`src/common/rasterPkg.sv`:
```
package rasterPkg;

    ////////////////////////////////////////////////////////////
    // Stream and parameter widths
    ////////////////////////////////////////////////////////////
    localparam int CMD_STREAM_WIDTH = 16;
    localparam int TRIANGLE_WORDS = 12;

    typedef logic [CMD_STREAM_WIDTH-1:0] cmdWord_t;
    typedef logic [7:0] coord_t;
    typedef logic signed [15:0] edge_t;
    // RGB565
    typedef logic [15:0] color_t;

    // Position of a parameter word inside a triangle load
    typedef logic [$clog2(TRIANGLE_WORDS)-1:0] wordIdx_t;
    localparam wordIdx_t LAST_WORD_IDX = wordIdx_t'(TRIANGLE_WORDS - 1);

    // Upper nibble of a header word
    typedef enum logic [3:0] {
        OP_NOP      = 4'd0,
        OP_TRIANGLE = 4'd1,
        OP_CLEAR    = 4'd2,
        OP_COMMIT   = 4'd3
    } opcode_t;

    ////////////////////////////////////////////////////////////
    // Packed structs
    ////////////////////////////////////////////////////////////
    // x is the upper byte of a parameter word
    typedef struct packed {
        coord_t x;
        coord_t y;
    } screenPos_t;

    // Word 0 of the load lands in the MSBs
    typedef struct packed {
        screenPos_t bbStart;
        screenPos_t bbEnd;
        edge_t      w0, w1, w2;
        edge_t      w0IncX, w1IncX, w2IncX;
        edge_t      w0IncY, w1IncY, w2IncY;
        color_t     staticColor;
    } triangleParams_t;

    typedef struct packed {
        screenPos_t pos;
        color_t     color;
    } fragment_t;

    typedef struct packed {
        cmdWord_t data;
        logic     last;
    } streamBeat_t;

endpackage

```
`src/commandParser/CommandParser.sv`:
```
`timescale 1ns/1ps

module CommandParser (
    input  logic                   aclk,
    input  logic                   rst,

    input  logic                   cmdValid,
    output logic                   cmdReady,
    input  rasterPkg::streamBeat_t cmdBeat,

    output logic                   paramValid,
    input  logic                   paramReady,
    output rasterPkg::streamBeat_t paramBeat,
    input  logic                   bankFull,

    output logic                   startRendering,
    input  logic                   rasterizerRunning,

    output logic                   clearStart,
    output rasterPkg::color_t      clearColor,
    output logic                   commitStart,
    input  logic                   fbBusy
);

    typedef enum logic [1:0] {
        IDLE,
        PARAMS,
        CLEAR_COLOR,
        WAIT_BANK
    } parserState_t;

    parserState_t        state;
    rasterPkg::wordIdx_t payloadCnt;
    rasterPkg::opcode_t  opcode;
    logic                cmdFire;

    // Stall while a block works or a start pulse is on its way out
    assign cmdReady = (state != WAIT_BANK) && !rasterizerRunning && !fbBusy
                      && !startRendering && !clearStart && !commitStart
                      && (!paramValid || paramReady);
    assign cmdFire  = cmdValid && cmdReady;
    assign opcode   = rasterPkg::opcode_t'(cmdBeat.data[rasterPkg::CMD_STREAM_WIDTH-1 -: 4]);

    ////////////////////////////////////////////////////////////
    // Command FSM
    ////////////////////////////////////////////////////////////
    always_ff @(posedge aclk) begin
        if (rst) begin
            state          <= IDLE;
            payloadCnt     <= '0;
            paramValid     <= 1'b0;
            startRendering <= 1'b0;
            clearStart     <= 1'b0;
            commitStart    <= 1'b0;
        end else begin
            startRendering <= 1'b0;
            clearStart     <= 1'b0;
            commitStart    <= 1'b0;
            if (paramReady) begin
                paramValid <= 1'b0;
            end
            case (state)
                IDLE: begin
                    payloadCnt <= '0;
                    if (cmdFire) begin
                        case (opcode)
                            rasterPkg::OP_TRIANGLE: state <= PARAMS;
                            rasterPkg::OP_CLEAR:    state <= CLEAR_COLOR;
                            rasterPkg::OP_COMMIT:   commitStart <= 1'b1;
                            default:                state <= IDLE; // NOP and unknown
                        endcase
                    end
                end
                PARAMS: begin
                    if (cmdFire) begin
                        paramValid <= 1'b1;
                        payloadCnt <= payloadCnt + 1'b1;
                        if (payloadCnt == rasterPkg::LAST_WORD_IDX) begin
                            state <= WAIT_BANK;
                        end
                    end
                end
                CLEAR_COLOR: begin
                    if (cmdFire) begin
                        clearStart <= 1'b1;
                        state      <= IDLE;
                    end
                end
                WAIT_BANK: begin
                    if (bankFull) begin
                        startRendering <= 1'b1;
                        state          <= IDLE;
                    end
                end
                default: state <= IDLE;
            endcase
        end
    end

    // Payload capture
    always_ff @(posedge aclk) begin
        if (cmdFire && state == PARAMS) begin
            paramBeat.data <= cmdBeat.data;
            paramBeat.last <= (payloadCnt == rasterPkg::LAST_WORD_IDX);
        end
        if (cmdFire && state == CLEAR_COLOR) begin
            clearColor <= cmdBeat.data;
        end
    end

    // A new triangle must never restart a running walk
    assert property (@(posedge aclk) disable iff (rst)
        startRendering |-> !rasterizerRunning)
        else $error("startRendering while rasterizer is running");

endmodule

```
`config.mk`:
```
export PLATFORM = sky130hd
export DESIGN_NAME = CommandParser
export DESIGN_NICKNAME = d
export VERILOG_FILES = /design/src/common/rasterPkg.sv /design/src/commandParser/CommandParser.sv
export SDC_FILE = /design/constraint.sdc
export NUM_CORES = 1
export LEC_CHECK = 0
export ABC_CLOCK_PERIOD_IN_PS = 3300
export BUFFER_PORTS_ARGS = -buffer_cell sky130_fd_sc_hd__buf_4
export CELL_PAD_IN_SITES_DETAIL_PLACEMENT = 1
export CELL_PAD_IN_SITES_GLOBAL_PLACEMENT = 1
export CORE_MARGIN = 5
export CORE_UTILIZATION = 32
export DETAILED_ROUTE_END_ITERATION = 10
export PLACE_DENSITY_LB_ADDON = 0.12
export REMOVE_ABC_BUFFERS = 1
export SLEW_MARGIN = 20
export SYNTH_ARGS = -nofsm -noshare
export SYNTH_HDL_FRONTEND = slang
export SYNTH_SLANG_ARGS = --single-unit
```
`constraint.sdc`:
```
create_clock -name aclk -period 3.3 [get_ports aclk]
set_input_delay 0.66 -clock aclk [delete_from_list [all_inputs] [get_ports aclk]]
set_output_delay 0.66 -clock aclk [all_outputs]
set_load 0.01 [all_outputs]
```
After elaboration in Yosys (flattened, before gate mapping)
Index checks and enable logic that the tools add are counted.
- reduce and logical (&&, ||, !) cells: 23
- add/subtract/negate cells: 1
- multiplexer cells: 15
- equality and inequality tests: 14
- bitwise gates (word level): 4
- operator list (operator ; number):
    $ne A2 B2 Y1 const B ; 7
    $mux W2 ; 5
    $logic_and A1 B1 Y1 ; 9
    $eq A4 B2 Y1 const B ; 2
    $pmux W2 S4 ; 1
    $pmux W4 S2 ; 1
    $logic_not A1 Y1 ; 6
    $mux W1 ; 6
    $pmux W2 S3 ; 1
    $reduce_and A6 Y1 ; 1
    $add A4 B1 Y4 const B ; 1
    $eq A2 B2 Y1 const B ; 2
    $eq A4 B1 Y1 const B ; 1
    $eq A4 B4 Y1 const B ; 1
    $mux W4 ; 1
    $not A1 Y1 ; 4
    $reduce_or A2 Y1 ; 2
    $reduce_or A3 Y1 ; 1
    $eq A2 B1 Y1 const B ; 1
    $logic_not A2 Y1 ; 1
    $reduce_and A2 Y1 ; 1
    $reduce_bool A2 Y1 ; 1
    $logic_or A1 B1 Y1 ; 1
- register bits after elaboration: 43
- word-level logic and storage cells: 66
- output and inout bits: 38

Longest topological paths before layout
- word-level depth: 10
- depth in mapped cells: 5

Worst setup path after synthesis
OpenSTA, ideal clock, no wires.
- path type: in2reg
- from: input rasterizerRunning
- to: register clearColor[0] (enable)
- data required time: 2.912 ns
- stages on the path: 4
- buffers on the path: 1
- data arrival time: 1.897 ns
- setup slack: 1.015 ns
- cell sequence: a211oi_2 -> nand4_2 -> clkbuf_8 -> nor2_1
- cells in the longest elaborated chain, start to end: 9
- RTL lines (what ; line ; text):
    start, declared ; CommandParser.sv:17 ; input logic rasterizerRunning,
    $logic_not A1 Y1 ; CommandParser.sv:38 ; assign cmdReady = (state != WAIT_BANK) && !rasterizerRunning && !fbBusy
    $logic_and A1 B1 Y1 (2 in a row) ; CommandParser.sv:38 ;
    $logic_and A1 B1 Y1 (3 in a row) ; CommandParser.sv:39 ; && !startRendering && !clearStart && !commitStart
    $logic_and A1 B1 Y1 ; CommandParser.sv:40 ; && (!paramValid || paramReady);
    $logic_and A1 B1 Y1 ; CommandParser.sv:41 ; assign cmdFire = cmdValid && cmdReady;
    $logic_and A1 B1 Y1 ; CommandParser.sv:106 ; if (cmdFire && state == CLEAR_COLOR) begin
    end signal, assigned ; CommandParser.sv:107 ; clearColor <= cmdBeat.data;
    end, declared ; CommandParser.sv:20 ; output rasterPkg::color_t clearColor,
Every way passes these cells.
A chain may end at the register's enable or synchronous reset.

Worst setup path after layout
- from: register state[0]
- to: output cmdReady
- cells in the longest elaborated chain, start to end: 7
- RTL lines (what ; line ; text):
    start, declared ; CommandParser.sv:32 ; parserState_t state;
    start signal, assigned ; CommandParser.sv:49 ; state <= IDLE;
    start signal, assigned ; CommandParser.sv:67 ; rasterPkg::OP_TRIANGLE: state <= PARAMS;
    start signal, assigned ; CommandParser.sv:68 ; rasterPkg::OP_CLEAR: state <= CLEAR_COLOR;
    $ne A2 B2 Y1 ; CommandParser.sv:38 ;
    $logic_and A1 B1 Y1 (2 in a row) ; CommandParser.sv:38 ;
    $logic_and A1 B1 Y1 (3 in a row) ; CommandParser.sv:39 ;
    $logic_and A1 B1 Y1 ; CommandParser.sv:40 ;
    end, declared ; CommandParser.sv:8 ; output logic cmdReady,
Every way passes these cells.

==> summary.md <==
| Metric | Value |
|---|---|
| Run status | `completed` |
| Initial Utilization | `32.6%` |
| Max-Cap Viols | `0` |
| Worst EP required | `2640 ps` |
| Slew @ Worst Pin | `721 ps` |
| Syn. warnings | `0` |
| Cells after DPL | `208` |
| Antenna Cells | `0` |
| RSZ-0062 raised after global routing | `no` |
| Pwr dens | `446 nW/um2` |
| Final Setup Violations | `0` |
| CP Launch Type | `flop` |
| Worst skew pair latency | `290 ps` |
| Clock Sinks | `43` |
| First-pass GRT wire length | `5250 um` |
| TritonCTS clock tree | `done` |
| Avg Inst Size Synth | `15.8 um2` |
| Largest net degree at the start of global routing | `18` |
| Slew margin rel. | `51.9%` |
| Layout cells sized above 1 | `44.4%` |
| Pins Over Slew Limit | `0` |
| Design Power | `936 uW` |
| Area Overhead vs Synth | `36.8%` |
| DR iter-0 viols | `39` |
| Number of flops mapped to enable cells by yosys | `33` |
| # rows | `25` |
| H-tree levels | `2` |
| Crit path kind | `reg -> out` |
| Period utilisation layout | `63.9%` |
| Grt ovf | `0` |
| Gate Count Post-Synth | `97` |
| Area after DPL | `2010 um2` |
| Clock transition at the registers of the reported paths | `80 ps` |
| Post-synthesis sequential area ratio | `77.8%` |
| Vias in the first global route | `1073` |
| Fmax | `474 MHz` |
| Async SR Flop Fraction | `0%` |
| Vias per cell | `4.73` |
| Antenna violations before repair | `0` |
| Fill count | `502` |
| Via count | `1021` |
| HPWL Detailed | `2410 um` |
| TNS Setup | `0 ps` |
| Routed wire length | `3360 um` |
| Total GRT Usage | `11.1%` |
| Post-route ant nets | `0` |
| Clk buf depth | `2` |
| Synth unique cells | `28` |
| Die H | `79.2 um` |
| Final min period | `2110 ps` |
| Hold Crit Class | `reg -> reg` |
| Area occupied by multi-input gates | `290 um2` |
| CTS Root Cell | `clkbuf_8` |
| Final Non-Filler Cells | `216` |
| Core ar. | `4690 um2` |
| Post-route cell area | `2100 um2` |
| Flops & latches, synth | `43` |
| Die Wd | `79.2 um` |
| Max VDD drop | `146 uV` |
| Crit end category | `output port` |
| Util after Layout | `44.7%` |
| CTS buffer count | `5` |
| Post-CTS Setup Inserts | `0` |
| Storage element area | `1190 um2` |
| Hold-fix buffers, CTS | `0` |
| Leak | `0.000788 uW` |
| # port buffers | `60` |
| CTS resizes | `0` |
| Hold Vio Cnt, Final | `0` |
| DRC Markers | `0` |
| Crit path DAT | `1450 ps` |
| Gpl congestion | `0.738` |
| Drt wl/cell | `15.5 um` |
| Mapped cell area | `1530 um2` |
| Final net count | `186` |
| Crit Path Max Fanout | `14` |
| 1st-pass router iterations | `4` |
| Die footprint | `6270 um2` |
| Final setup skew | `5.64 ps` |
| # IOs | `62` |
| Most used DFF post-synth | `edfxtp_1` |
## per-layer routing
metal	vias to the layer above	track usage, %	routed length, um
met2	42	18.1	1580
met5	-	0	0
li1	491	-	-
met1	482	12.2	1430
met4	0	5.67	59
met3	6	4.65	291
## synthesized netlist by cell type, types with 2 or more instances
cell      number  share of area [%]
inv_1          2               0.49
nand2b_1       2               0.82
a31oi_1        4                1.6
or4_1          2               0.98
nand2_1        8                2.0
nand3_1        6                2.0
nor2b_1        2               0.82
clkbuf_8       2                1.8
nand4_1        2               0.82
edfxtp_1      33                 65
dfxtp_1       10                 13
nor2_1         4               0.98
a21oi_1        3               0.98
or3_1          3                1.2
## logic make-up (layout without fill, tap and decap cells)
| kind of cell | count (synthesis) | in the layout | share of synthesized area, % |
|---|---|---|---|
| flip-flops | 43 | 43 | 77.8 |
| buffers and inverters | 6 | 71 | 3.27 |
| AND/OR/NAND/NOR | 36 | 36 | 13.2 |
| adder cells (fa/ha/maj) | 1 | 1 | 0.817 |
| AO/OA/AOI/OAI | 11 | 11 | 4.90 |
## final timing paths
kind            startpoint             to  slack, ps  cells past startpoint
max reg2reg       state[1]  paramBeat[10]       1250                      4
min          payloadCnt[3]  payloadCnt[3]        510                      2
min reg2reg  payloadCnt[3]  payloadCnt[3]        510                      2
max               state[0]       cmdReady       1190                      3
## layout by cell type (no fill, tap or decap), types with 2 or more instances in the layout
cell      netlist  routed
a21oi_1         3       3
a31oi_1         4       4
buf_4           1      61
clkbuf_1        0       2
clkbuf_8        2       5
dfxtp_1        10      10
edfxtp_1       33      33
inv_1           2       2
nand2_1         8       8
nand2b_1        2       2
nand3_1         6       6
nand4_1         2       2
nor2_1          4       4
nor2b_1         2       2
or3_1           3       3
or4_1           2       2
## metrics by stage
| stage | setup slack, ps | hold slack (ps) |
|---|---|---|
| floorplan | 1030 | 452 |
| global placement | 969 | 477 |
| detailed placement | 899 | 503 |
| CTS | 1160 | 515 |
| global route | 1040 | 538 |
| finish | 1190 | 514 |
## power by group
| part | internal, uW | switching (uW) |
|---|---|---|
| Clock | 149 | 170 |
| Combinational | 20.4 | 14.4 |
| Sequential | 581 | 0.716 |
## registers in the layout, indices dropped and copies added, names as in the netlist
register,flops
payloadCnt,4
paramValid,1
commitStart,1
clearStart,1
paramBeat,17
clearColor,16
startRendering,1
state,2
## critical path: stages, from the launching register on
cell	delay [ps]
dfxtp_1	620
a211oi_2	150
and3_2	240
buf_4	140
## final cells by class
class	count	share of cell area, %
multi-input cells	48	13.9
clock inverters	1	0.239
well taps	54	3.22
clock buffers	7	3.64
flip-flops and latches	43	56.8
inverters	2	0.358
repair buffers	61	21.9
(Power assumes the default switching activity.)
