$ cat src/common/rasterPkg.sv
package rasterPkg;

    ////////////////////////////////////////////////////////////
    // Stream and parameter widths
    ////////////////////////////////////////////////////////////
    localparam int CMD_STREAM_WIDTH = 16;
    localparam int TRIANGLE_WORDS = 12;

    typedef logic [CMD_STREAM_WIDTH-1:0] cmdWord_t;
    typedef logic [7:0] coord_t;
    typedef logic signed [15:0] edge_t;
    // RGB565
    typedef logic [15:0] color_t;

    // Position of a parameter word inside a triangle load
    typedef logic [$clog2(TRIANGLE_WORDS)-1:0] wordIdx_t;
    localparam wordIdx_t LAST_WORD_IDX = wordIdx_t'(TRIANGLE_WORDS - 1);

    // Upper nibble of a header word
    typedef enum logic [3:0] {
        OP_NOP      = 4'd0,
        OP_TRIANGLE = 4'd1,
        OP_CLEAR    = 4'd2,
        OP_COMMIT   = 4'd3
    } opcode_t;

    ////////////////////////////////////////////////////////////
    // Packed structs
    ////////////////////////////////////////////////////////////
    // x is the upper byte of a parameter word
    typedef struct packed {
        coord_t x;
        coord_t y;
    } screenPos_t;

    // Word 0 of the load lands in the MSBs
    typedef struct packed {
        screenPos_t bbStart;
        screenPos_t bbEnd;
        edge_t      w0, w1, w2;
        edge_t      w0IncX, w1IncX, w2IncX;
        edge_t      w0IncY, w1IncY, w2IncY;
        color_t     staticColor;
    } triangleParams_t;

    typedef struct packed {
        screenPos_t pos;
        color_t     color;
    } fragment_t;

    typedef struct packed {
        cmdWord_t data;
        logic     last;
    } streamBeat_t;

endpackage

$ cat src/verilog/RegisterBank.sv
`timescale 1ns/1ps

module RegisterBank (
    input  logic                       aclk,
    input  logic                       rst,
    input  logic                       paramValid,
    output logic                       paramReady,
    input  rasterPkg::streamBeat_t     paramBeat,
    output rasterPkg::triangleParams_t params,
    output logic                       bankFull
);

    localparam int WORD_WIDTH = $bits(rasterPkg::cmdWord_t);

    rasterPkg::wordIdx_t        wordIdx;
    rasterPkg::triangleParams_t staging;
    rasterPkg::triangleParams_t stagingNext;
    logic                       wordFire;

    // Bank never stalls the parser
    assign paramReady = 1'b1;
    assign wordFire   = paramValid && paramReady;

    // Slot the incoming word by index, word 0 at the top
    always_comb begin
        stagingNext = staging;
        stagingNext[(rasterPkg::TRIANGLE_WORDS - 1 - wordIdx) * WORD_WIDTH +: WORD_WIDTH] =
            paramBeat.data;
    end

    always_ff @(posedge aclk) begin
        if (rst) begin
            wordIdx  <= '0;
            bankFull <= 1'b0;
        end else begin
            bankFull <= wordFire && paramBeat.last;
            if (wordFire) begin
                wordIdx <= paramBeat.last ? '0 : wordIdx + 1'b1;
            end
        end
    end

    // Active triangle only swaps once the whole set is in
    always_ff @(posedge aclk) begin
        if (wordFire) begin
            staging <= stagingNext;
            if (paramBeat.last) begin
                params <= stagingNext;
            end
        end
    end

    assert property (@(posedge aclk) disable iff (rst)
        wordFire |-> (paramBeat.last == (wordIdx == rasterPkg::LAST_WORD_IDX)))
        else $error("Parameter stream last out of step with word index");

endmodule

$ cat config.mk
export PLATFORM = sky130hd
export DESIGN_NAME = RegisterBank
export DESIGN_NICKNAME = d
export VERILOG_FILES = /design/src/common/rasterPkg.sv /design/src/verilog/RegisterBank.sv
export SDC_FILE = /design/constraint.sdc
export NUM_CORES = 1
export LEC_CHECK = 0
export ABC_CLOCK_PERIOD_IN_PS = 6900
export BUFFER_PORTS_ARGS = -buffer_cell sky130_fd_sc_hd__buf_2
export CAP_MARGIN = 0
export CORE_MARGIN = 5
export CORE_UTILIZATION = 50
export CTS_BUF_LIST = sky130_fd_sc_hd__clkbuf_4
export DETAILED_ROUTE_END_ITERATION = 8
export GPL_TIMING_DRIVEN = 0
export PLACE_DENSITY_LB_ADDON = 0.08
export SYNTH_ARGS = -nofsm -noshare
export SYNTH_HDL_FRONTEND = slang
export SYNTH_SLANG_ARGS = --single-unit
$ cat constraint.sdc
create_clock -name aclk -period 6.9 [get_ports aclk]
set_input_delay 1.38 -clock aclk [delete_from_list [all_inputs] [get_ports aclk]]
set_output_delay 1.38 -clock aclk [all_outputs]
set_load 0.005 [all_outputs]
# Word-level counts from Yosys, hierarchy flattened
# Index checks and enable logic that the tools add are counted.
# totals
register_bits	389
input_bits	20
out_inout_bits	194
# op_classes
add_sub_neg	3
shifts	2
mux	2
n_reduce_logical	2
# op_table
cell	count
$bwmux 192	1
$shift 16x34->192 const A	1
$shiftx 16x34->192	1
$neg 32->34	1
$sub 4x4->5 const A	1
$add 4x1->4 const B	1
$mux 4	1
$reduce_and 2->1	1
$logic_and 1x1->1	1

# Depth between registers and ports, before layout
# Gate-level depths: netlist (run 1).
# logic_depth
depth_word	4
depth_mapped	13

# Least setup slack after synthesis (run 1)
# Ideal clock, no wire load.
# synth_timing
path_type	input port to flip-flop
start	input port paramValid
end	register params[0] (netlist bit), enable pin
setup_time_ns	0.575
t_arrival_ns	5.749
t_required_ns	6.325
setup_slack_ns	0.575
path_stages	1
path_cell_list	and2_1
# synth_between
elab_chain_len	1
# synth_rtl
item	line_no	source
start: declaration	RegisterBank.sv:6	input logic paramValid,
$reduce_and 2->1 (no source line)	--	
end signal: assignment	RegisterBank.sv:48	params <= stagingNext;
end: declaration	RegisterBank.sv:9	output rasterPkg::triangleParams_t params,
# Every way passes these cells.
# A chain may end at the register's enable or synchronous reset.

==> run summary, run 1 <==
status -> finished, final reports clean
top cells by count, synth -> edfxtp_1, o21ai_0, o21ai_1
Starting Density -> 0.507
Max-Cap Viols -> 0
Gate Count Post-Synth -> 932
post-CTS sizing -> 0
final core occ -> 0.605
synth top area cells -> edfxtp_1, o21ai_0, o21ai_1
PwrDens -> 278 nW/um^2
CTS Buf Count -> 99
post-synthesis cell type count -> 45
total I/O pin count -> 214
CP Class -> reg2reg
row cnt -> 63
Final Skew -> 0.0679 ns
Worst-Skew Late Latency -> 0.72 ns
routed len/inst -> 20.7 microns
cells on worst reg2reg path -> 10
Mapped Nets -> 961
Buffers on Ports -> 212
worst r2r src -> wordIdx[2]
HP Class -> reg2reg
crit path time final -> 3.65 ns
EDFF count, synth -> 384
Synth Warn # -> 0
most common cell in the netlist -> edfxtp_1
nets -> 1278
share of layout cells above drive strength 1 -> 0.333
syn avg cell area -> 16.2 sq um
VDD IR-drop max -> 0.175 mV
fill count -> 2370
post-synthesis async set-or-reset flop share -> 0
Yosys top cell area share -> 0.766
pin count of the biggest net entering global routing -> 114
Least-Margin Pin Slew -> 0.889 ns
Clock Tree Buf Depth -> 3
die width -> 184 microns
hold wc startpoint -> wordIdx[1]
Crit. Startpoint -> wordIdx[2]
routed vias -> 9296
GP Congestion -> 0.803
flops & latches, synth -> 389
sequential element share of the synthesized area -> 0.772
Max Fclk -> 0.274 GHz
pre-CTS setup slack -> 3.16 ns
die height -> 184 microns
CP most frequent cell -> ha_1
Slew HR -> 0.407
WHS Path Cells -> 2
fin. max-slew vios -> 0
DR vias/cell -> 5.43
most used flip-flop cell after synthesis -> edfxtp_1
htree depth -> 3
final setup TNS -> 0 ns
initial antenna violation count -> 2
first-pass GRT wire length -> 54200 microns
Required @ worst endpoint -> 7.39 ns
crit-path max cell delay -> 0.56 ns
vias in the first global route -> 9318
period utilization -> 0.529
CTS tree -> done
DRT Wirelength -> 35500 microns
crit start category -> flip-flop
cell taking the most area after synthesis -> edfxtp_1
Post-DP HPWL -> 23600 microns
Die Area -> 33700 sq um
Setup crit end kind -> flip-flop
Crit Path Max Fanout -> 10
Leakage -> 6.88 nW
Root Buffer -> clkbuf_4
CTS Sinks -> 389
CTS hold repair buffers -> 0
First DRT Iteration DRCs -> 759
GRT Util Overall -> 0.209
Post-CTS Setup Inserts -> 0
setup violators final -> 0
synthesized area -> 15100 sq um
DRC viols -> 0
Detailed Routing Iterations Pass 1 -> 5
slack of the critical path -> 3.25 ns
grt total ovfl -> 0
post-detailed-route count of antenna-violating nets -> 0
Final Hold Viols -> 0
clk slew on worst S/H paths -> 0.06 ns
RSZ-0062 raised after global routing -> no
Layout Area Growth over Synthesis -> 19.3%
Cell Chain, Critical Path -> inv_1 > ha_1 > or2_2 > ha_1 > buf_6 > nor3b_2 > and2b_1 > clkbuf_1 > nand2_1 > mux2i_1
area of the core -> 29700 sq um
Arr. time, crit path -> 4.14 ns
CP max stage cell -> nor3b_2
## logic make-up (layout without fill, tap and decap cells)
logic type               Yosys count  after routing  share of synthesized area
XOR/XNOR                           1              1                    0.00108
multiplexers                      65             65                     0.0508
buffers and inverters             90            478                     0.0297
AO/OA/AOI/OAI                    262            262                     0.0880
other                              1              4                   0.000249
flip-flops                       389            389                      0.772
AND/OR/NAND/NOR                  115            115                     0.0500
adder cells (fa/ha/maj)            9              9                    0.00797
## final cells by class
type	instances	area [sq um]	share of cell area
Buffer	53	308	0.0171
Timing Repair Buffer	216	1180	0.0657
Antenna cell	3	7.51	0.000418
Multi-Input combinational cell	453	2990	0.166
Tap cell	390	488	0.0272
Clock inverter	24	115	0.00641
Inverter	37	139	0.00773
Clock buffer	148	1110	0.0618
Sequential cell	389	11600	0.647
## layout by cell type (no fill, tap or decap), types with 3 or more instances in the layout
cell type / instances
mux2_4: 20
mux2_2: 12
nand2_1: 51
buf_6: 12
or2_1: 6
clkinv_1: 17
clkbuf_1: 32
mux2i_1: 33
edfxtp_1: 384
dfxtp_1: 5
ha_1: 8
buf_2: 217
nor2b_1: 3
nand3_1: 4
o21ai_1: 80
clkbuf_4: 148
buf_4: 3
and2_1: 17
nand4_4: 4
diode_2: 3
inv_1: 37
buf_16: 4
nor2_1: 4
o21ai_0: 178
## where the power goes
part	internal [mW]	total [mW]	switching, mW
registers	2.76	2.80	0.0366
logic	0.120	0.319	0.199
clock network	0.980	1.87	0.895
## registers in the layout, summed over array words and instances, names as in the netlist
name / count
bankFull: 1
params: 192
staging: 192
wordIdx: 4
## metrics by stage
stage               instances  instance area [sq um]  hold WS (ns)  power [mW]
finish                   1713                  18000         0.520        4.99
global route             1712                  18000         0.561        5.24
CTS                      1710                  18000         0.518        5.06
detailed placement       1538                  16700         0.507        3.17
global placement         1534                  16600         0.501        3.17
floorplan                 932                  15100         0.465        3.00
## worst paths after layout
| path | to | slack [ns] |
|---|---|---|
| max | params[8] | 3.25 |
| min | wordIdx[1] | 0.52 |
| max reg2reg | params[8] | 3.25 |
| min reg2reg | wordIdx[1] | 0.52 |
## per-layer routing
layer	vias up	wire length, microns	track usage
met2	410	16600	0.320
met5	-	0	0
met1	4584	15000	0.288
met4	0	643	0.0664
met3	49	3300	0.0675
li1	4253	-	-
## worst max-delay path, delay by kind of cell (launching register included)
kind	cells	cell delay, ns
AND/OR/NAND/NOR	4	1.29
buffers and inverters	3	0.83
adder cells (fa/ha/maj)	2	0.63
flip-flops	1	0.45
multiplexers	1	0.24
(Power assumes the default switching activity.)
==> inputs of run 2 (changes only) <==
- ABC_CLOCK_PERIOD_IN_PS: 6900 -> 3650
- clock period: 6.9 -> 3.65 ns (I/O delays scaled with it)
==> run 2 against run 1 <==
- flip-flop and latch count unchanged
- highest routed layer unchanged
- critical path type unchanged
- die area did not move
- critical path depth is the same
- largest cell class unchanged
==> run summary, run 2 (synthesis gave the netlist of run 1 again) <==
status -> finished, final reports clean
grt total ovfl -> 0
DRC viols -> 0
clk slew on worst S/H paths -> 0.05 ns
WHS Path Cells -> 2
total I/O pin count -> 214
CP bufs+invs -> 3
nets -> 1278
htree depth -> 3
First DRT Iteration DRCs -> 691
Crit Path Max Fanout -> 10
CTS hold repair buffers -> 0
Max-Cap Viols -> 0
CP max stage cell -> dfxtp_1
fill count -> 2357
hold wc startpoint -> rst
Pint -> 7.78 mW
Setup crit end kind -> flip-flop
Final Hold Viols -> 0
combinational share of power -> 0.061
initial antenna violation count -> 1
Leakage -> 6.98 nW
VDD IR-drop max -> 0.392 mV
pin count of the biggest net entering global routing -> 121
routed vias -> 9180
Crit. Startpoint -> wordIdx[2]
Root Buffer -> clkbuf_4
area of the core -> 29700 sq um
GRT Util Overall -> 0.205
row cnt -> 63
GP Congestion -> 0.797
CP most frequent cell -> ha_1
Arr. time, crit path -> 3.87 ns
commonest non-fill, non-tap cell in the layout -> edfxtp_1
fin. max-slew vios -> 0
Worst-Skew Late Latency -> 0.70 ns
Largest regs -> params (192), staging (192), wordIdx (4)
CTS tree -> done
Levels on crit path -> 10
Die Area -> 33700 sq um
Starting Density -> 0.507
non-filler instance count after layout -> 1711
Slew HR -> 0.507
FF-to-FF End -> params[8]
Cell Chain, Critical Path -> inv_1 > ha_1 > or2_2 > ha_1 > buf_6 > nor3b_4 > and2b_1 > nand4_4 > buf_4 > mux2i_1
Buffers on Ports -> 212
CTS Buf Count -> 97
crit start category -> flip-flop
cells on worst reg2reg path -> 10
Net Sw Frac -> 0.217
Layout Area Growth over Synthesis -> 20.7%
CP top delay family -> simple AND/OR/NAND/NOR gates
Detailed Routing Iterations Pass 1 -> 5
DRT Wirelength -> 35100 microns
Required @ worst endpoint -> 4.11 ns
period utilization -> 0.936
most frequent cells in the layout -> edfxtp_1, buf_2, o21ai_0
routed len/inst -> 20.5 microns
setup violators final -> 0
crit path time final -> 3.42 ns
vias in the first global route -> 9059
r2r setup slk -> 0.23 ns
worst r2r src -> wordIdx[2]
die height -> 184 microns
clock group share of total power -> 0.407
Hold Path Sink -> wordIdx[1]
PwrDens -> 546 nW/um^2
placed insts -> 1538
Max Fclk -> 0.293 GHz
Least-Margin Pin Slew -> 0.739 ns
die width -> 184 microns
crit-path max cell delay -> 0.45 ns
HP Class -> in2reg
DR vias/cell -> 5.37
post-detailed-route count of antenna-violating nets -> 0
RSZ-0062 raised after global routing -> no
Post-DP HPWL -> 23300 microns
CP Class -> reg2reg
first-pass GRT wire length -> 52800 microns
share of layout cells above drive strength 1 -> 0.341
Final Skew -> 0.0449 ns
total power -> 9.93 mW
CTS Sinks -> 389
Clock Tree Buf Depth -> 3
sw power -> 2.15 mW
sequential share of power -> 0.532
## run 2: cell count changes in the layout (fill, tap and decap cells not counted), sizes merged
| cell | change |
|---|---|
| bufinv | +8 |
| clkbuf | -8 |
| clkinv | -3 |
| clkinvlp | +3 |
| inv | -3 |
| buf | +2 |
| diode | -1 |
## run 2: power groups by stage
stage | sequential (mW) | combinational, mW | clock [mW]
3_3_place_gp | 5.40 | 0.588 | 0
5_1_grt | 5.30 | 0.667 | 4.40
4_1_cts | 5.29 | 0.615 | 4.14
2_1_floorplan | 5.39 | 0.281 | 0
3_5_place_dp | 5.38 | 0.611 | 0
6_report | 5.28 | 0.609 | 4.04
## run 2: per-stage QoR
stage | hold WS, ns | TNS [ns] | worst slack, ns | instance area [sq um] | util
floorplan | 0.465 | 0 | 0.101 | 15100 | -
global placement | 0.499 | -1121.42 | -4.85 | 16600 | 0.559
detailed placement | 0.511 | 0 | 0.0694 | 16700 | 0.563
CTS | 0.205 | 0 | 0.0257 | 18100 | 0.610
global route | 0.231 | 0 | 0.0135 | 18200 | 0.612
finish | 0.267 | 0 | 0.233 | 18200 | 0.612
## run 2: cell type report
type / instances / area (sq um) / share of cell area
clock inverter: 29 / 339 / 0.0186
sequential: 389 / 11600 / 0.640
clock buffer: 140 / 1050 / 0.0578
buffer: 53 / 315 / 0.0173
timing repair buffer: 218 / 1210 / 0.0665
inverter: 37 / 139 / 0.00764
antenna: 2 / 5.00 / 0.000275
tap: 390 / 488 / 0.0268
multi-input combinational: 453 / 3010 / 0.165
## run 2: per-layer routing
metal | global-route usage | routed length [microns]
met1 | 0.278 | 14700
met2 | 0.317 | 16300
met3 | 0.0724 | 3540
met4 | 0.0560 | 524
met5 | 0 | 0
## run 2: worst max path at each step
stage / endpoint
2_1_floorplan: params[0]
3_3_place_gp: params[182]
3_5_place_dp: params[8]
4_1_cts: params[8]
5_1_grt: staging[124]
6_report: params[8]
## run 2: timing repair
item,CTS,global route
setup buffers,0,2
setup endpoints to repair,0,194
gates resized for setup,0,16
