[config.mk]
export PLATFORM = sky130hd
export DESIGN_NAME = Rasterizer
export DESIGN_NICKNAME = d
export VERILOG_FILES = /design/src/common/rasterPkg.sv /design/src/rasterizer/Rasterizer.sv
export SDC_FILE = /design/constraint.sdc
export NUM_CORES = 1
export LEC_CHECK = 0
export ABC_AREA = 1
export BUFFER_PORTS_ARGS = -buffer_cell sky130_fd_sc_hd__clkbuf_2
export CORE_MARGIN = 2
export CORE_UTILIZATION = 56
export DETAILED_ROUTE_END_ITERATION = 16
export PLACE_DENSITY = 0.82
export SYNTH_ARGS = -nofsm -noshare
export SYNTH_HDL_FRONTEND = slang
export SYNTH_SLANG_ARGS = --single-unit
[constraint.sdc]
create_clock -name aclk -period 4.7 [get_ports aclk]
set_input_delay 0.47 -clock aclk [delete_from_list [all_inputs] [get_ports aclk]]
set_output_delay 0.47 -clock aclk [all_outputs]
set_load 0.02 [all_outputs]
[src/common/rasterPkg.sv]
package rasterPkg;

    ////////////////////////////////////////////////////////////
    // Stream and parameter widths
    ////////////////////////////////////////////////////////////
    localparam int CMD_STREAM_WIDTH = 16;
    localparam int TRIANGLE_WORDS = 12;

    typedef logic [CMD_STREAM_WIDTH-1:0] cmdWord_t;
    typedef logic [7:0] coord_t;
    typedef logic signed [15:0] edge_t;
    // RGB565
    typedef logic [15:0] color_t;

    // Position of a parameter word inside a triangle load
    typedef logic [$clog2(TRIANGLE_WORDS)-1:0] wordIdx_t;
    localparam wordIdx_t LAST_WORD_IDX = wordIdx_t'(TRIANGLE_WORDS - 1);

    // Upper nibble of a header word
    typedef enum logic [3:0] {
        OP_NOP      = 4'd0,
        OP_TRIANGLE = 4'd1,
        OP_CLEAR    = 4'd2,
        OP_COMMIT   = 4'd3
    } opcode_t;

    ////////////////////////////////////////////////////////////
    // Packed structs
    ////////////////////////////////////////////////////////////
    // x is the upper byte of a parameter word
    typedef struct packed {
        coord_t x;
        coord_t y;
    } screenPos_t;

    // Word 0 of the load lands in the MSBs
    typedef struct packed {
        screenPos_t bbStart;
        screenPos_t bbEnd;
        edge_t      w0, w1, w2;
        edge_t      w0IncX, w1IncX, w2IncX;
        edge_t      w0IncY, w1IncY, w2IncY;
        color_t     staticColor;
    } triangleParams_t;

    typedef struct packed {
        screenPos_t pos;
        color_t     color;
    } fragment_t;

    typedef struct packed {
        cmdWord_t data;
        logic     last;
    } streamBeat_t;

endpackage

[src/rasterizer/Rasterizer.sv]
`timescale 1ns/1ps

module Rasterizer #(
    parameter int X_RESOLUTION = 16,
    parameter int Y_RESOLUTION = 16
) (
    input  logic                       aclk,
    input  logic                       rst,
    input  logic                       startRendering,
    output logic                       rasterizerRunning,
    input  rasterPkg::triangleParams_t params,
    output logic                       fragValid,
    output rasterPkg::fragment_t       frag
);

    rasterPkg::screenPos_t pos;
    rasterPkg::edge_t      w [3];
    rasterPkg::edge_t      rowW [3];
    rasterPkg::edge_t      wInit [3];
    rasterPkg::edge_t      incX [3];
    rasterPkg::edge_t      incY [3];
    logic                  lastCol;
    logic                  lastRow;
    logic                  covered;

    assign wInit = '{params.w0, params.w1, params.w2};
    assign incX  = '{params.w0IncX, params.w1IncX, params.w2IncX};
    assign incY  = '{params.w0IncY, params.w1IncY, params.w2IncY};

    assign lastCol = (pos.x == params.bbEnd.x);
    assign lastRow = (pos.y == params.bbEnd.y);

    // Inside when no edge function has gone negative
    assign covered = !w[0][$high(w[0])] && !w[1][$high(w[1])] && !w[2][$high(w[2])];

    assign fragValid  = rasterizerRunning && covered;
    assign frag.pos   = pos;
    assign frag.color = params.staticColor;

    always_ff @(posedge aclk) begin
        if (rst) begin
            rasterizerRunning <= 1'b0;
        end else if (startRendering) begin
            rasterizerRunning <= 1'b1;
        end else if (rasterizerRunning && lastCol && lastRow) begin
            rasterizerRunning <= 1'b0;
        end
    end

    ////////////////////////////////////////////////////////////
    // Bounding box walk, one pixel per cycle
    ////////////////////////////////////////////////////////////
    always_ff @(posedge aclk) begin
        if (startRendering) begin
            pos  <= params.bbStart;
            w    <= wInit;
            rowW <= wInit;
        end else if (rasterizerRunning) begin
            if (!lastCol) begin
                pos.x <= pos.x + 1'b1;
                for (int i = 0; i < 3; i++) begin
                    w[i] <= w[i] + incX[i];
                end
            end else begin
                // Back to the left edge of the next row
                pos.x <= params.bbStart.x;
                pos.y <= pos.y + 1'b1;
                for (int i = 0; i < 3; i++) begin
                    rowW[i] <= rowW[i] + incY[i];
                    w[i]    <= rowW[i] + incY[i];
                end
            end
        end
    end

    // Bounding box from the host has to fit the screen
    assert property (@(posedge aclk) disable iff (rst)
        fragValid |-> (frag.pos.x < X_RESOLUTION) && (frag.pos.y < Y_RESOLUTION))
        else $error("Fragment outside of screen");

endmodule

== Yosys cells after proc, flatten, opt, wreduce, memory -nomap -nowiden ==
Cells that the tools add are included.

* Register bits: 113
* Input port bits: 195
* Output and inout port bits: 34

* Add/sub/neg operators: 8
* Eq/ne operators: 2
* Mux-type cells: 12
* Reductions and logical operators: 12

{| class="wikitable"
|+ Operators by type and width
! cell !! count
|-
| 48-bit 2-to-1 mux || 6
|-
| 16-bit adder || 6
|-
| 16-bit 2-to-1 mux || 2
|-
| 8-bit by 1-bit adder with 8-bit output (second input constant) || 2
|-
| 8-bit equality test || 2
|-
| 8-bit 2-to-1 mux || 2
|-
| 2-bit nonzero test || 3
|-
| 1-bit logical AND || 5
|-
| 1-bit zero test || 3
|-
| 1-bit 2-to-1 mux || 2
|-
| 2-bit AND reduction || 1
|}

== Longest topological paths before layout ==
Gate-level depths: netlist (run 1).

* Depth after elaboration: 5
* Gate-level depth with buffers: 13

== Worst setup path before layout (run 1) ==
No wires, ideal clock.

* Path type: flip-flop to flip-flop
* Start: reg pos, in the netlist frag[24]
* End: reg pos, in the netlist frag[16] (enable)
* Setup time: 470 ps
* Arrival: 3710 ps
* Required time: 4230 ps
* Slack: 520 ps
* Cell stages (with the launch flop): 10
* Buffers on the path: 2
* Clock period less this slack: 4180 ps
* Cells stage by stage: edfxtp_1 xnor2_1 nand2_1 nor2_1 nand2_2 buf_6 nand2_4 inv_4 buf_4 nor2_1

* Longest elaborated chain between the ends: 3

{| class="wikitable"
|+ Ends and longest elaborated chain
! what !! line !! RTL
|-
| from (decl) || Rasterizer.sv:16 || <nowiki>rasterPkg::screenPos_t pos;</nowiki>
|-
| from (signal assigned) || Rasterizer.sv:55 || <nowiki>pos <= params.bbStart;</nowiki>
|-
| 8-bit equality test || Rasterizer.sv:30 || <nowiki>assign lastCol = (pos.x == params.bbEnd.x);</nowiki>
|-
| 2-bit nonzero test (no source line) || n/a ||
|-
| 2-bit AND reduction (no source line) || n/a ||
|}

Every way passes these cells.
A chain may end at the register's enable or synchronous reset.

== Worst setup path after layout (run 1) ==
* Start: reg pos, in the netlist frag[28]
* End: reg rowW[13] (netlist name) (enable)

* Longest elaborated chain between the ends: 3

{| class="wikitable"
|+ Ends and longest elaborated chain
! what !! line !! RTL
|-
| 8-bit equality test || Rasterizer.sv:30 ||
|-
| 2-bit nonzero test (no source line) || n/a ||
|-
| 2-bit AND reduction (no source line) || n/a ||
|-
| to (signal assigned) || Rasterizer.sv:57 || <nowiki>rowW <= wInit;</nowiki>
|-
| to (signal, indexed assignment) || Rasterizer.sv:69 || <nowiki>rowW[i] <= rowW[i] + incY[i];</nowiki>
|-
| to (decl) || Rasterizer.sv:18 || <nowiki>rasterPkg::edge_t rowW [3];</nowiki>
|}

Every way passes these cells.

==> metrics.yaml, run 1 <==
die-area_sq_mm: 0.0195
layout_commonest_cell: "nand2_1"
antenna_cells: 0
port_buffers: 196
seqCellArea_sq_mm: 0.00338
path_clk_slew_ns: 0.06
peakVddDrop_v: 0.000268
clock_sinks: 113
initial_core_util_pct: 57.2
viasPerCell: 5.56
cts_setup_buffers: 0
period_needed_ns: 3.26
layout_common_cells: "nand2_1, clkbuf_2, nand3_1, inv_1, edfxtp_1"
synth_edf_count: 112
fillCellCount: 1550
cp.arrival_ns: 3.37
path_class: "register to register"
htree_levels: 4
min_period_over_period_pct: 69.4
relSlewSlack_pct: 41.4
ys.flop_type: "edfxtp_1"
crit_path_end_kind: "register"
timing.fmax_mhz: 307
drc_errors: 0
nets: 1909
rsz0062_at_grt: "false"
worstHoldPathType: "primary input to register"
clock_skew_ns: 0.00741
cts_tree: "built"
syn2layout_area_growth_pct: 15.8
coreArea_sq_mm: 0.0180
worst_slack_ns: 1.44
p_per_area_mw_per_mm2: 364
clock_path_buffers: 2
rows: 49
hold_buffers: 0
numCtsBuffers: 17
ant_nets: 0
hold_viol: 0
grt_pass1_wl_um: 45700
yosysWarnings: 0
syn_avg_cell_area_sq_um: 7.17
setup_viol: 0
syn_area_sq_mm: 0.0103
routabilityCongestion: 0.923
gr-total-overflow: 0
grt_max_degree: 85
dp_hpwl_um: 21900
cts_resized: 0
maxSlewViolCount: 0
mappedNetlistNets: 1728
die-height_um: 140
status: "complete, no violations"
dr.pass1.iters: 6
io_pins: 229
die_w_um: 140
ys_seq_elements: 113
grt_pass1_vias: 9932
vias: 10300
dp_slack_ns: 1.37
cap_violations: 0
grt_usage_pct: 29.2
synth_cells: 1435
root_buffer: "clkbuf_16"
path_max_fanout: 40
synth_cell_type_count: 41
seq_area_frac_synth_pct: 32.9
drive_gt1_share_pct: 15.0
wl_per_cell_um: 15.5
cp-start-kind: "register"
cp.required_ns: 4.81
insertion_delay_ns: 0.43
finalWirelength_um: 28800
synth-async-reset-ratio_pct: 0
leakage_nw: 6.09
tns_ns: 0
drt_iter0_drc: 963
multi_input_area_sq_mm: 0.00599
tightest_slew_ns: 0.877
antenna_found_initial: 1
-- power by group --
part	internal, mW	switching, mW
Clock	0.772	0.496
Combinational	0.627	1.06
Sequential	1.31	0.0688
-- routing by layer --
metal	vias up	wire length [um]	GRT usage, %
li1	5153	-	-
met5	-	13	0
met2	530	13300	48.8
met4	2	924	11.1
met3	85	2760	5.95
met1	4567	11800	37.5
-- state kept, by name, indices dropped and copies added (netlist names) --
register and flops:
rowW 48, rasterizerRunning 1, w 48, frag 16
-- cell type report --
cell class | instances | area share (%)
clock buffers | 17 | 3.57
clock inverters | 15 | 1.22
inverters | 172 | 5.44
multi-input cells | 1111 | 50.3
flip-flops and latches | 113 | 28.4
well taps | 229 | 2.41
repair buffers | 201 | 8.66
-- metrics by stage --
| stage | cell area, sq um | hold WS [ns] | instances | total power, mW | utilization (%) |
|---|---|---|---|---|---|
| floorplan | 10300 | 0.548 | 1435 | 2.64 | - |
| global placement | 11300 | 0.645 | 1826 | 2.99 | 63.1 |
| detailed placement | 11300 | 0.650 | 1826 | 3.04 | 63.1 |
| CTS | 11900 | 0.243 | 1858 | 4.31 | 66.3 |
| global route | 11900 | 0.238 | 1858 | 4.61 | 66.3 |
| finish | 11900 | 0.242 | 1858 | 4.34 | 66.3 |
-- critical path, stage by stage, from the launching register on --
cell      delay, ns
edfxtp_1       0.46
xnor2_1        0.21
nand2_1        0.07
nor2_1         0.11
nand2_2        0.37
nand2_4        0.46
inv_4          0.29
nor2_4         0.62
buf_12         0.32
-- logic make-up after synthesis --
group	Yosys count	share of synthesized area [%]
simple gates	797	32.7
fa+ha+maj	98	12.4
xor+xnor	48	4.09
compound gates	168	9.00
buf+inv	211	8.95
flops	113	32.9
-- cell usage after synthesis, types with 2 or more instances --
cell        n  area share [%]
inv_2       3            0.11
nor2_1    102             3.7
o21ai_0    55             2.7
buf_6       4            0.44
o21a_1      3            0.22
o21ai_2     5            0.43
xor2_1     15             1.3
buf_4      19             1.4
nand2_1   468              17
o211ai_1   11            0.80
fa_1        6             1.2
buf_2       7            0.34
o21bai_1    4            0.29
or2_2       2            0.12
a31oi_1     4            0.24
o21ai_1     5            0.24
buf_1       5            0.18
edfxtp_1  112              33
ha_1       92              11
nor3_1      7            0.34
nand3b_1   14             1.0
a21o_1      2            0.15
nand4_1    20             1.2
nand3_1   171             8.3
xnor2_1    33             2.8
clkbuf_1    3            0.11
inv_1     168             6.1
a21oi_1    75             3.7
and2_1      8            0.49
-- path summary, 6_finish.rpt --
kind | from | to | slack (ns) | cells after the start
max | frag[28] | rowW[13] | 1.44 | 8
min reg2reg | w[16] | w[16] | 0.67 | 3
max reg2reg | frag[28] | rowW[13] | 1.44 | 8
min | rst | rasterizerRunning | 0.24 | 2
No activity file was read; power rests on OpenSTA's default activity.
==> run 2, diff against run 1 <==
==> constraint.sdc (replaced) <==
create_clock -name aclk -period 3.3 [get_ports aclk]
set_input_delay 0.33 -clock aclk [delete_from_list [all_inputs] [get_ports aclk]]
set_output_delay 0.33 -clock aclk [all_outputs]
set_load 0.02 [all_outputs]
==> metrics.yaml, run 2 (same netlist as run 1, synthesis figures left out) <==
drt_iter0_drc: 898
ant_nets: 0
path_max_fanout: 20
grt_usage_pct: 29.4
io_pins: 229
hold_viol: 0
pwr-share-comb_pct: 39.8
setup_viol: 0
wl_per_cell_um: 15.5
final_util_pct: 66.3
p_int_mw: 3.77
port_buffers: 196
gr-total-overflow: 0
syn2layout_area_growth_pct: 15.7
maxSlewViolCount: 0
clock_sinks: 113
drive_gt1_share_pct: 15.1
root_buffer: "clkbuf_16"
rrSetupSlack_ns: 1.12
htree_levels: 4
switching_power_mw: 2.25
timing.fmax_mhz: 458
critPathLaunch: "frag[24]"
grt_pass1_vias: 9855
grt_max_degree: 43
die-area_sq_mm: 0.0195
dp_hpwl_um: 22300
crit_path_end_kind: "register"
grt_pass1_wl_um: 46000
insertion_delay_ns: 0.42
cts_resized: 0
min_period_over_period_pct: 66.1
cp.arrival_ns: 2.44
pwr-share-clk_pct: 27.6
numCtsBuffers: 17
status: "complete, no violations"
tns_ns: 0
hp-start: "rst"
cp.required_ns: 3.56
clock_path_buffers: 2
cap_violations: 0
crit-reg2reg-launch: "frag[24]"
die-height_um: 140
rsz0062_at_grt: "false"
period_needed_ns: 2.18
busiest_layer: "met2"
routabilityCongestion: 0.933
viasPerCell: 5.60
tightest_slew_ns: 0.544
seqPwrFrac_pct: 32.7
path_class: "register to register"
antenna_found_initial: 4
finalWirelength_um: 28800
p_per_area_mw_per_mm2: 506
layout_common_cells: "nand2_1, clkbuf_2, nand3_1, inv_1, edfxtp_1"
nets: 1915
relSlewSlack_pct: 63.7
vias: 10400
met1_usage_pct: 38.1
initial_core_util_pct: 57.2
switching_share_pct: 37.4
reg2reg_depth: 9
min_path_cells: 2
cts_tree: "built"
worstHoldPathType: "primary input to register"
cp-start-kind: "register"
leakage_nw: 6.11
die_w_um: 140
coreArea_sq_mm: 0.0180
peakVddDrop_v: 0.000414
hold_buffers: 0
dr.pass1.iters: 6
clock_skew_ns: 0.00775
drc_errors: 0
rows: 49
layout_commonest_cell: "nand2_1"
path_clk_slew_ns: 0.05
gr-usage-met2_pct: 48.5
cts_setup_buffers: 0
met3_usage_pct: 5.44
[run 2: per-stage QoR]
step | cells | total power [mW] | instance area, sq um | hold slack [ns] | worst slack, ns
3_5_place_dp | 1832 | 4.33 | 11400 | 0.533 | 1.15
6_report | 1862 | 6.02 | 11900 | 0.0911 | 1.12
2_1_floorplan | 1435 | 3.75 | 10300 | 0.408 | 0.0721
4_1_cts | 1861 | 6.00 | 11900 | 0.0874 | 1.10
3_3_place_gp | 1832 | 4.27 | 11400 | 0.520 | 1.19
5_1_grt | 1862 | 6.42 | 11900 | 0.0987 | 1.01
[run 2: power by group through the flow]
stage	logic, mW	registers, mW	clock network, mW
floorplan	1.77	1.99	0
global placement	2.28	1.98	0
detailed placement	2.34	1.99	0
CTS	2.36	1.97	1.67
global route	2.71	1.99	1.72
finish	2.39	1.97	1.66
[run 2: worst paths after layout]
check	end
worst min-delay path	rasterizerRunning
worst min register to register	w[0]
worst max-delay path	w[16]
worst max register to register	w[16]
[run 2: cell type report]
type                       count  area (sq um)
antenna                        1          2.50
clock buffer                  20           437
clock inverter                 9          70.1
fill                        1547          6060
inverter                     172           648
multi-input combinational   1111          5990
sequential                   113          3380
tap                          229           287
timing repair buffer         207          1090
[run 2: critical path, stage by stage (launching register included)]
cell and delay (ns):
edfxtp_1 0.47, xnor2_1 0.21, nand2_1 0.07, nor2_1 0.12
nand2_2 0.09, buf_4 0.23, nor2_1 0.11, buf_4 0.31
inv_2 0.18, o211ai_1 0.20
[run 2: per-layer routing]
metal,wire length (um),vias up
li1,-,5156
met1,12100,4678
met2,13200,508
met3,2610,79
met4,863,4
met5,23,-
==> run 3, diff against run 2 <==
==> constraint.sdc (replaced) <==
create_clock -name aclk -period 2.2 [get_ports aclk]
set_input_delay 0.22 -clock aclk [delete_from_list [all_inputs] [get_ports aclk]]
set_output_delay 0.22 -clock aclk [all_outputs]
set_load 0.02 [all_outputs]
==> metrics.yaml, run 3 (same netlist as run 1, synthesis figures left out) <==
wl_met3_um: 2530
maxSlewViolCount: 0
finalWirelength_um: 29500
dp_hpwl_um: 22800
ant_nets: 0
cp_cell_sequence: "ha_1 -> fa_1 -> nand3_1 -> nand3_1 -> nand2_1 -> nand2_1 -> o21ai_1 -> nand3_1 -> nand2_1 -> inv_1"
clock_sinks: 113
layout_commonest_cell: "nand2_1"
syn2layout_area_growth_pct: 17.6
fin_area_sq_mm: 0.0121
leakage_nw: 6.20
dp_slack_ns: 0.127
grt_pass1_wl_um: 47900
drt_iter0_drc: 901
hold_viol: 0
min_path_cells: 3
vias: 10400
gr-total-overflow: 0
die-area_sq_mm: 0.0195
cp.required_ns: 2.39
cp-start-kind: "register"
clock_path_buffers: 2
port_buffers: 196
wl_per_cell_um: 15.7
hold_ws_ns: 0.0583
drt-met1-wl_um: 12300
fillCellCount: 1575
grt_max_degree: 38
initial_core_util_pct: 57.2
cp.arrival_ns: 2.35
drc_errors: 0
peakVddDrop_v: 0.000593
relSlewSlack_pct: 67.3
viasPerCell: 5.58
cp_slowest_cell: "fa_1"
p_per_area_mw_per_mm2: 786
dr.pass1.iters: 8
min_period_over_period_pct: 98.4
routabilityCongestion: 0.969
nets: 1921
htree_levels: 4
tightest_slew_ns: 0.490
crit_path_end_kind: "register"
critPathMaxStageDelay_ns: 0.43
grt_usage_pct: 30.5
timing.fmax_mhz: 462
root_buffer: "clkbuf_16"
period_needed_ns: 2.16
path_max_fanout: 3
cap_violations: 0
wl_met2_um: 13800
path_clk_slew_ns: 0.06
rows: 49
path_class: "register to register"
clock_skew_ns: 0.00771
maxUsedRoutingLayer: "met5"
placed_area_sq_mm: 0.0114
die-height_um: 140
layout_common_cells: "nand2_1, clkbuf_2, nand3_1, inv_1, edfxtp_1"
reg2reg_depth: 10
coreArea_sq_mm: 0.0180
setup_viol: 0
antenna_found_initial: 4
worstHoldPathType: "primary input to register"
io_pins: 229
die_w_um: 140
grt_pass1_vias: 10100
drive_gt1_share_pct: 16.3
status: "complete, no violations"
worst_slack_ns: 0.0357
numCtsBuffers: 17
power_mw: 9.50
insertion_delay_ns: 0.43
cts_tree: "built"
## run 3: changes by cell type in the layout (fill, tap and decap cells not counted), moves of 2 or more
| cell | delta |
|---|---|
| nand3_2 | +3 |
| fa_2 | +3 |
| fa_1 | -3 |
| nand2_1 | -3 |
| nand3_1 | -3 |
| nand2_2 | +3 |
| buf_4 | +4 |
| bufinv_16 | +3 |
| clkbuf_1 | -2 |
## run 3: per-layer routing
layer  track usage [%]  vias to the layer above
li1                  -                     5172
met1              40.0                     4720
met2              50.4                      475
met3              6.47                       75
met4              10.3                        4
met5                 0                        -
## run 3: metrics by stage
| step | cells | utilization [%] | TNS (ns) |
|---|---|---|---|
| 6_report | 1871 | 67.3 | 0 |
| 3_5_place_dp | 1837 | 63.7 | 0 |
| 2_1_floorplan | 1435 | - | -27.09 |
| 4_1_cts | 1869 | 67.1 | 0 |
| 3_3_place_gp | 1837 | 63.7 | 0 |
| 5_1_grt | 1870 | 67.3 | -0.164 |
## run 3: repair_timing
item	in CTS	in global routing
setup buffers	0	0
hold buffers	1	0
endpoints found under the hold margin	1	0
resized for setup	0	12
endpoints found under the setup margin	0	13
## run 3: where the power goes
group / total (mW) / internal [mW] / switching [mW]
Clock: 2.91 / 1.87 / 1.04
Combinational: 3.64 / 1.37 / 2.27
Sequential: 2.95 / 2.80 / 0.151
Total: 9.50 / 6.04 / 3.47
## run 3: worst paths after layout
check,start,slack (ns),endpoint
setup / recovery,rowW[32],0.04,w[40]
hold / removal,params[177],0.06,frag[17]
setup reg to reg,rowW[32],0.04,w[40]
hold reg to reg,w[0],0.67,w[0]
## run 3: critical path, delay by kind of cell (launching register included)
kind                     cells  cell delay, ns
adder cells (fa/ha/maj)      2            0.65
flip-flops                   1            0.37
buffers and inverters        1            0.04
AO/OA/AOI/OAI                1            0.19
AND/OR/NAND/NOR              6            0.68
## run 3: cell type report
class | count | area, sq um | share of cell area, %
multi-input combinational | 1111 | 6020 | 49.8
sequential | 113 | 3380 | 28.0
timing repair buffer | 213 | 1150 | 9.50
inverter | 172 | 648 | 5.36
clock buffer | 18 | 429 | 3.55
tap | 229 | 287 | 2.37
clock inverter | 13 | 169 | 1.40
antenna | 2 | 5.00 | 0.0414
